==> config.mk <==
export PLATFORM = sky130hd
export DESIGN_NAME = ray_gen_top
export DESIGN_NICKNAME = d
export VERILOG_FILES = /design/src/rtl/ray_pkg.sv /design/src/rtl/pixel_scanner.sv /design/src/rtl/ray_dir_pipe.sv /design/src/rtl/ray_fifo.sv /design/src/rtl/ray_gen_top.sv
export SDC_FILE = /design/constraint.sdc
export NUM_CORES = 2
export LEC_CHECK = 0
export ABC_AREA = 1
export BUFFER_PORTS_ARGS = -buffer_cell sky130_fd_sc_hd__buf_2
export CAP_MARGIN = 20
export CORE_ASPECT_RATIO = 0.8
export CORE_MARGIN = 5
export CORE_UTILIZATION = 45
export CTS_CLUSTER_SIZE = 20
export DETAILED_ROUTE_END_ITERATION = 7
export PLACE_DENSITY_LB_ADDON = 0.08
export SYNTH_ARGS = -nofsm -noshare
export SYNTH_HDL_FRONTEND = slang
export SYNTH_HIERARCHICAL = 1
export SYNTH_SLANG_ARGS = --single-unit
==> constraint.sdc <==
create_clock -name clk -period 25 [get_ports clk]
set_input_delay 6.25 -clock clk [delete_from_list [all_inputs] [get_ports clk]]
set_output_delay 6.25 -clock clk [all_outputs]
set_load 0.05 [all_outputs]
==> src/rtl/ray_pkg.sv <==
`default_nettype none

package ray_pkg;

	// Coordinate fields limit the image to 1024 by 1024 pixels.
	localparam int COORD_W = 10;

	localparam int PIX_ID_W = 20;

	// Vector components are signed integers, so every result is exact.
	localparam int VEC_W = 24;

	typedef struct packed {
		logic signed [VEC_W-1:0] x;
		logic signed [VEC_W-1:0] y;
		logic signed [VEC_W-1:0] z;
	} vec_t;

	// Eye position and the three basis vectors of the view.
	typedef struct packed {
		vec_t e;
		vec_t u;
		vec_t v;
		vec_t w;
	} camera_t;

	typedef struct packed {
		logic [PIX_ID_W-1:0] pixel_id;
		logic [COORD_W-1:0]  x;
		logic [COORD_W-1:0]  y;
	} pixel_t;

	// One primary ray as handed to the shader.
	typedef struct packed {
		logic [PIX_ID_W-1:0] pixel_id;
		vec_t                origin;
		vec_t                dir;
	} ray_t;

	typedef enum logic {
		IDLE   = 1'b0,
		ACTIVE = 1'b1
	} scan_state_e;

endpackage : ray_pkg

`default_nettype wire

==> src/rtl/pixel_scanner.sv <==
`timescale 1ns/1ps
`default_nettype none

module pixel_scanner #(
	parameter int COLS = 8,
	parameter int ROWS = 6
) (
	input  logic             clk,
	input  logic             rst,
	input  logic             start,
	input  ray_pkg::camera_t cam,
	input  logic             issue_ok,
	output logic             pix_valid,
	output ray_pkg::pixel_t  pix,
	output ray_pkg::camera_t frame_cam,
	output logic             busy
);
	import ray_pkg::*;

	localparam int NUM_PIX = COLS * ROWS;

	scan_state_e         state;
	camera_t             cam_q;
	logic [COORD_W-1:0]  x;
	logic [COORD_W-1:0]  y;
	logic [PIX_ID_W-1:0] pix_id;
	logic                issue;
	logic                x_last;
	logic                pix_last;

	// A pixel goes out whenever the frame is running and the pipeline has credit.
	assign issue    = (state == ACTIVE) && issue_ok;
	assign x_last   = (x == COORD_W'(COLS - 1));
	assign pix_last = (pix_id == PIX_ID_W'(NUM_PIX - 1));

	always_ff @(posedge clk or posedge rst) begin
		if (rst) begin
			state <= IDLE;
		end else begin
			case (state)
				IDLE: begin
					if (start) begin
						state <= ACTIVE;
					end
				end
				ACTIVE: begin
					if (issue && pix_last) begin
						state <= IDLE;
					end
				end
				default: begin
					state <= IDLE;
				end
			endcase
		end
	end

	// The counters return to zero after the last pixel, ready for the next frame.
	always_ff @(posedge clk or posedge rst) begin
		if (rst) begin
			x      <= '0;
			y      <= '0;
			pix_id <= '0;
		end else if (issue) begin
			if (pix_last) begin
				x      <= '0;
				y      <= '0;
				pix_id <= '0;
			end else begin
				pix_id <= pix_id + 1'b1;
				if (x_last) begin
					x <= '0;
					y <= y + 1'b1;
				end else begin
					x <= x + 1'b1;
				end
			end
		end
	end

	// The camera is sampled once per frame and held until the next start.
	always_ff @(posedge clk) begin
		if ((state == IDLE) && start) begin
			cam_q <= cam;
		end
	end

	assign pix_valid    = issue;
	assign pix.pixel_id = pix_id;
	assign pix.x        = x;
	assign pix.y        = y;
	assign frame_cam    = cam_q;
	assign busy         = (state == ACTIVE);

endmodule : pixel_scanner

`default_nettype wire

==> src/rtl/ray_dir_pipe.sv <==
`timescale 1ns/1ps
`default_nettype none

module ray_dir_pipe #(
	parameter int COLS       = 8,
	parameter int ROWS       = 6,
	parameter int FIFO_DEPTH = 8
) (
	input  logic                        clk,
	input  logic                        rst,
	input  logic                        pix_valid,
	input  ray_pkg::pixel_t             pix,
	input  ray_pkg::camera_t            frame_cam,
	input  logic [$clog2(FIFO_DEPTH):0] free_count,
	output logic                        issue_ok,
	output logic                        out_valid,
	output ray_pkg::ray_t               out_ray
);
	import ray_pkg::*;

	localparam int CNT_W = $clog2(FIFO_DEPTH) + 1;
	localparam int OFF_W = COORD_W + 1;

	logic                    s1_valid;
	logic [PIX_ID_W-1:0]     s1_id;
	logic signed [OFF_W-1:0] s1_dx;
	logic signed [OFF_W-1:0] s1_dy;
	camera_t                 s1_cam;

	logic                    s2_valid;
	logic [PIX_ID_W-1:0]     s2_id;
	vec_t                    s2_du;
	vec_t                    s2_dv;
	vec_t                    s2_w;
	vec_t                    s2_e;

	logic [1:0]              in_flight;

	// Scales every component of a vector by a signed pixel offset.
	function automatic vec_t vec_scale(input logic signed [OFF_W-1:0] k, input vec_t a);
		vec_t r;
		r.x = k * a.x;
		r.y = k * a.y;
		r.z = k * a.z;
		return r;
	endfunction

	function automatic vec_t vec_add3(input vec_t a, input vec_t b, input vec_t c);
		vec_t r;
		r.x = a.x + b.x + c.x;
		r.y = a.y + b.y + c.y;
		r.z = a.z + b.z + c.z;
		return r;
	endfunction

	always_ff @(posedge clk or posedge rst) begin
		if (rst) begin
			s1_valid  <= 1'b0;
			s2_valid  <= 1'b0;
			out_valid <= 1'b0;
		end else begin
			s1_valid  <= pix_valid;
			s2_valid  <= s1_valid;
			out_valid <= s2_valid;
		end
	end

	// The camera travels with each pixel, so rays still in flight keep
	// the view they were issued under even if a new frame latches another.
	always_ff @(posedge clk) begin
		if (pix_valid) begin
			s1_id  <= pix.pixel_id;
			s1_dx  <= $signed({1'b0, pix.x}) - OFF_W'(COLS / 2);
			s1_dy  <= OFF_W'(ROWS / 2 - 1) - $signed({1'b0, pix.y});
			s1_cam <= frame_cam;
		end
	end

	always_ff @(posedge clk) begin
		if (s1_valid) begin
			s2_id <= s1_id;
			s2_du <= vec_scale(s1_dx, s1_cam.u);
			s2_dv <= vec_scale(s1_dy, s1_cam.v);
			s2_w  <= s1_cam.w;
			s2_e  <= s1_cam.e;
		end
	end

	always_ff @(posedge clk) begin
		if (s2_valid) begin
			out_ray.pixel_id <= s2_id;
			out_ray.origin   <= s2_e;
			out_ray.dir      <= vec_add3(s2_w, s2_du, s2_dv);
		end
	end

	// Counts rays in the three stages, including the one being written now.
	always_ff @(posedge clk or posedge rst) begin
		if (rst) begin
			in_flight <= '0;
		end else if (pix_valid && !out_valid) begin
			in_flight <= in_flight + 2'd1;
		end else if (!pix_valid && out_valid) begin
			in_flight <= in_flight - 2'd1;
		end
	end

	assign issue_ok = (free_count > CNT_W'(in_flight));

endmodule : ray_dir_pipe

`default_nettype wire

==> src/rtl/ray_fifo.sv <==
`timescale 1ns/1ps
`default_nettype none

module ray_fifo #(
	parameter int FIFO_DEPTH = 8
) (
	input  logic                        clk,
	input  logic                        rst,
	input  logic                        wr,
	input  ray_pkg::ray_t               wr_ray,
	input  logic                        ray_stall,
	output logic                        ray_valid,
	output ray_pkg::ray_t               ray,
	output logic [$clog2(FIFO_DEPTH):0] free_count
);
	import ray_pkg::*;

	localparam int PTR_W = $clog2(FIFO_DEPTH);
	localparam int CNT_W = PTR_W + 1;

	ray_t             mem [FIFO_DEPTH];
	logic [PTR_W-1:0] rd_ptr;
	logic [PTR_W-1:0] wr_ptr;
	logic [CNT_W-1:0] count;
	logic             push;
	logic             pop;

	// Pointer step that also works for depths that are not a power of two.
	function automatic logic [PTR_W-1:0] ptr_inc(input logic [PTR_W-1:0] p);
		logic [PTR_W-1:0] n;
		if (p == PTR_W'(FIFO_DEPTH - 1)) begin
			n = '0;
		end else begin
			n = p + 1'b1;
		end
		return n;
	endfunction

	assign push = wr && (count != CNT_W'(FIFO_DEPTH));
	assign pop  = ray_valid && !ray_stall;

	always_ff @(posedge clk or posedge rst) begin
		if (rst) begin
			rd_ptr <= '0;
			wr_ptr <= '0;
			count  <= '0;
		end else begin
			if (push) begin
				wr_ptr <= ptr_inc(wr_ptr);
			end
			if (pop) begin
				rd_ptr <= ptr_inc(rd_ptr);
			end
			if (push && !pop) begin
				count <= count + 1'b1;
			end else if (pop && !push) begin
				count <= count - 1'b1;
			end
		end
	end

	always_ff @(posedge clk) begin
		if (push) begin
			mem[wr_ptr] <= wr_ray;
		end
	end

	// The head entry is shown ahead and stays put while the shader stalls.
	assign ray        = mem[rd_ptr];
	assign ray_valid  = (count != '0);
	assign free_count = CNT_W'(FIFO_DEPTH) - count;

endmodule : ray_fifo

`default_nettype wire

==> src/rtl/ray_gen_top.sv <==
`timescale 1ns/1ps
`default_nettype none

module ray_gen_top #(
	parameter int COLS       = 8,
	parameter int ROWS       = 6,
	parameter int FIFO_DEPTH = 8
) (
	input  logic             clk,
	input  logic             rst,
	input  logic             start,
	input  ray_pkg::camera_t cam,
	input  logic             ray_stall,
	output logic             ray_valid,
	output ray_pkg::ray_t    ray,
	output logic             busy
);
	import ray_pkg::*;

	logic                        pix_valid;
	pixel_t                      pix;
	camera_t                     frame_cam;
	logic                        issue_ok;
	logic                        out_valid;
	ray_t                        out_ray;
	logic [$clog2(FIFO_DEPTH):0] free_count;

	pixel_scanner #(
		.COLS(COLS),
		.ROWS(ROWS)
	) u_scanner (
		.clk       (clk),
		.rst       (rst),
		.start     (start),
		.cam       (cam),
		.issue_ok  (issue_ok),
		.pix_valid (pix_valid),
		.pix       (pix),
		.frame_cam (frame_cam),
		.busy      (busy)
	);

	ray_dir_pipe #(
		.COLS      (COLS),
		.ROWS      (ROWS),
		.FIFO_DEPTH(FIFO_DEPTH)
	) u_pipe (
		.clk        (clk),
		.rst        (rst),
		.pix_valid  (pix_valid),
		.pix        (pix),
		.frame_cam  (frame_cam),
		.free_count (free_count),
		.issue_ok   (issue_ok),
		.out_valid  (out_valid),
		.out_ray    (out_ray)
	);

	ray_fifo #(
		.FIFO_DEPTH(FIFO_DEPTH)
	) u_fifo (
		.clk        (clk),
		.rst        (rst),
		.wr         (out_valid),
		.wr_ray     (out_ray),
		.ray_stall  (ray_stall),
		.ray_valid  (ray_valid),
		.ray        (ray),
		.free_count (free_count)
	);

endmodule : ray_gen_top

`default_nettype wire

==> results by group <==
STA
  – Clock skew: about 83 ps
  – Worst slew pin tran: 1280 ps
  – Final TNS setup: 0 ps
  – Ratio of final minimum period to clock period: 46.6%
  – Final Hold Fails: 0
  – Relative slew slack: 14.5%
  – Max frequency: 85.8 MHz
  – Endpoints failing setup: 0
  – Period minus WS final: 11660 ps
  – Pins Over Slew Limit: 0
  – Unrepaired setup endpoints after global routing: false

Setup path
  – CP Class: register to primary output
  – Critical Path Fanout Max: 245
  – Crit-path cells: buf_16 > buf_4 > buf_12 > buf_4 > nor2_1 > nor2_1 > nand2_1 > nand2_1 > nand2_1 > nand2_1 > buf_2
  – Worst Path Required: 18750 ps
  – Crit path DAT: 5410 ps
  – Worst path slowest cell: buf_4
  – Critical path's top delay family: buffers and inverters
  – Critical path launch point type: register
  – Most used cell, CP: nand2_1
  – Worst path max stage delay: 870 ps
  – Buffer and inverter count on the worst path: 5
  – Crit end category: primary output

Clock network
  – CTS root buffer: clkbuf_16
  – H-tree levels: 5
  – Clk buf depth: 4
  – Clk_lat worst skew: ~860 ps
  – Postcts setup bufs: 0
  – Num CTS Buffers: 269
  – CTS tree: built
  – TritonCTS Sinks: 2458
  – Post-cts sizing count: 0
  – Post-CTS Hold Buffers: 0
  – Clock slew at reported path FFs: roughly 60 ps

Global route
  – First-pass GRT wire length: 548000 um
  – Initial antenna violation count: 17
  – Met3 Use GR: between 2 and 3%
  – Vias in the first global route: 89200
  – Overall Global Routing Usage: around 22%
  – Met2 usage: 36.9%
  – Gr ovfl total: 0
  – Largest net degree at the start of global routing: between 200 and 300
  – Busiest layer in global routing: met2
  – Global Route met1 Usage: 31.7%

Worst hold path
  – Worst Hold Class: register to register

Cells and area
  – Area grow syn2layout: 10.5%
  – Most common cell after layout, fill and taps aside: nand2_1
  – Final Net Count: 15500
  – Most frequent cells in the layout: 3990 x nand2_1, 2526 x inv_1, 2402 x edfxtp_1
  – Share of layout cells above drive strength 1: about 7.4%
  – Design area: about 150000 um2

Route
  – Drt first pass iters: 6
  – Vias per inst: 4.91
  – Final wirelength: between 300000 and 400000 um
  – Routed via count: ~89000
  – Final ANT Viol Nets: 0
  – Wire per inst: 19.8 um
  – Residual DRC: 0
  – DR iter-0 viols: 6128

Placement
  – Area post-placement: around 140000 um2
  – Buffers on Ports: 457
  – Routability congestion estimate: 0.884
  – Post-DP HPWL: roughly 240000 um

Floorplanning
  – Initial Utilization: about 45%
  – Die width: approximately 630 um
  – Std cell rows: 181
  – Die area: 317000 um2
  – Core area: 304000 um2
  – Ports: around 460
  – Die Y: between 500 and 600 um

Yosys
  – Post-Syn Area: around 140000 um2
  – Ys async rst share: 2.28%
  – Mapped Nets: around 15000
  – Synth Warn #: 6
  – Primary FF master, synth: edfxtp_1
  – Sequential area share after synthesis: 53.4%
  – Count of cell types in the netlist: 51
  – Seq cells post-synth: 2458
  – Number of synthesized flops with an enable pin: 2402
  – Synth Instances: 13500
  – Syn avg cell area: 10.2 um2

Run status
  – Status: finished, final reports clean

Run
  – Max Cap Violations: 0
## sequential cells by signal, indices dropped and copies added, names as in the netlist, 2 cells and up
| signal | count |
|---|---|
| u_fifo/count | 4 |
| u_fifo/mem | 1312 |
| u_fifo/rd_ptr | 3 |
| u_fifo/wr_ptr | 3 |
| u_pipe/in_flight | 2 |
| u_pipe/out_ray | 164 |
| u_pipe/s1_cam | 288 |
| u_pipe/s1_dx | 11 |
| u_pipe/s1_dy | 11 |
| u_pipe/s1_id | 20 |
| u_pipe/s2_du | 72 |
| u_pipe/s2_dv | 72 |
| u_pipe/s2_e | 72 |
| u_pipe/s2_id | 20 |
| u_pipe/s2_w | 72 |
| u_scanner/frame_cam | 288 |
| u_scanner/pix_id | 20 |
| u_scanner/x | 10 |
| u_scanner/y | 10 |
## routing by layer
layer  up-vias  share of wire [%]  routed length (um)
met1     43600                 45              162000
met4         0                2.3                8310
met2      2302                 47              169000
met5         -                  0                   0
met3       507                5.3               18800
li1      42200                  -                   -
## cell families (layout without fill, tap and decap cells)
logic type                 count (synthesis)  count (layout)  synth area share [%]
DFF                                     2458            2458                  53.4
adders and majority gates               1397            1397                  17.9
AOI/OAI and AO/OA                        422             422                  1.71
xor gates and xnor gates                 240             240                  1.53
buffers and inverters                   3045            3558                  8.66
other                                      0               2                     0
and+or+nand+nor                         5955            5955                  16.8
## cell usage after synthesis, types with 14 or more instances
cell      instances  share of area (%)
buf_4            65               0.35
nand3_1         189               0.69
a31oi_1          16              0.073
o21ai_0         104               0.38
buf_2           178               0.65
nand2_1        3990                 11
dfrtp_1          56                1.0
or2_2            25               0.11
nand3b_1         21               0.11
a21o_1           21               0.11
nor2_1         1593                4.3
edfxtp_1       2402                 52
o21bai_1         19               0.10
clkbuf_1        228               0.62
buf_1            28              0.076
o21ai_1          14              0.051
inv_1          2529                6.9
ha_1            436                4.0
xor2_1          151               0.96
xnor2_1          89               0.57
nand4_1          55               0.25
a21oi_1         214               0.78
fa_1            961                 14
nor3_1           17              0.062
## metrics by stage
step / setup WS, ps / utilization [%] / std cells / hold WS, ps
after floorplan: 5730 / - / 13500 / 400
after global placement: 14090 / 47.2 / 17600 / 400
after detailed placement: 14000 / 47.2 / 17600 / 405
after CTS: 13020 / 50.0 / 18100 / 374
after global routing: 12910 / 50.0 / 18100 / 376
final: 13340 / 50.0 / 18100 / 375
## cell type report
cell class | instances | area [um2]
repair buffers | 558 | 3150
diodes | 2 | 5.00
well taps | 4026 | 5040
multi-input cells | 8014 | 52400
inverters | 2541 | 9560
clock buffers | 335 | 7170
flip-flops and latches | 2458 | 73500
clock inverters | 124 | 1320
fillers | 27500 | 152000
## worst paths after layout
check / start / end / slack (ps) / depth (start not counted)
setup / recovery: u_fifo/rd_ptr[0] / ray[112] / 13340 / 11
hold / removal: u_pipe/s2_id[7] / u_pipe/out_ray[151] / 380 / 0
setup reg to reg: u_pipe/s1_dx[2] / u_pipe/s2_du[45] / 18670 / 16
hold reg to reg: u_pipe/s2_id[7] / u_pipe/out_ray[151] / 380 / 0
max in group asynchronous: rst / u_scanner/x[3] / 18930 / 3
min in group asynchronous: rst / u_scanner/pix_id[12] / 5290 / 2
Power is not shown: default switching activity piles up to over one toggle a cycle in this logic, so the estimate is an artifact.
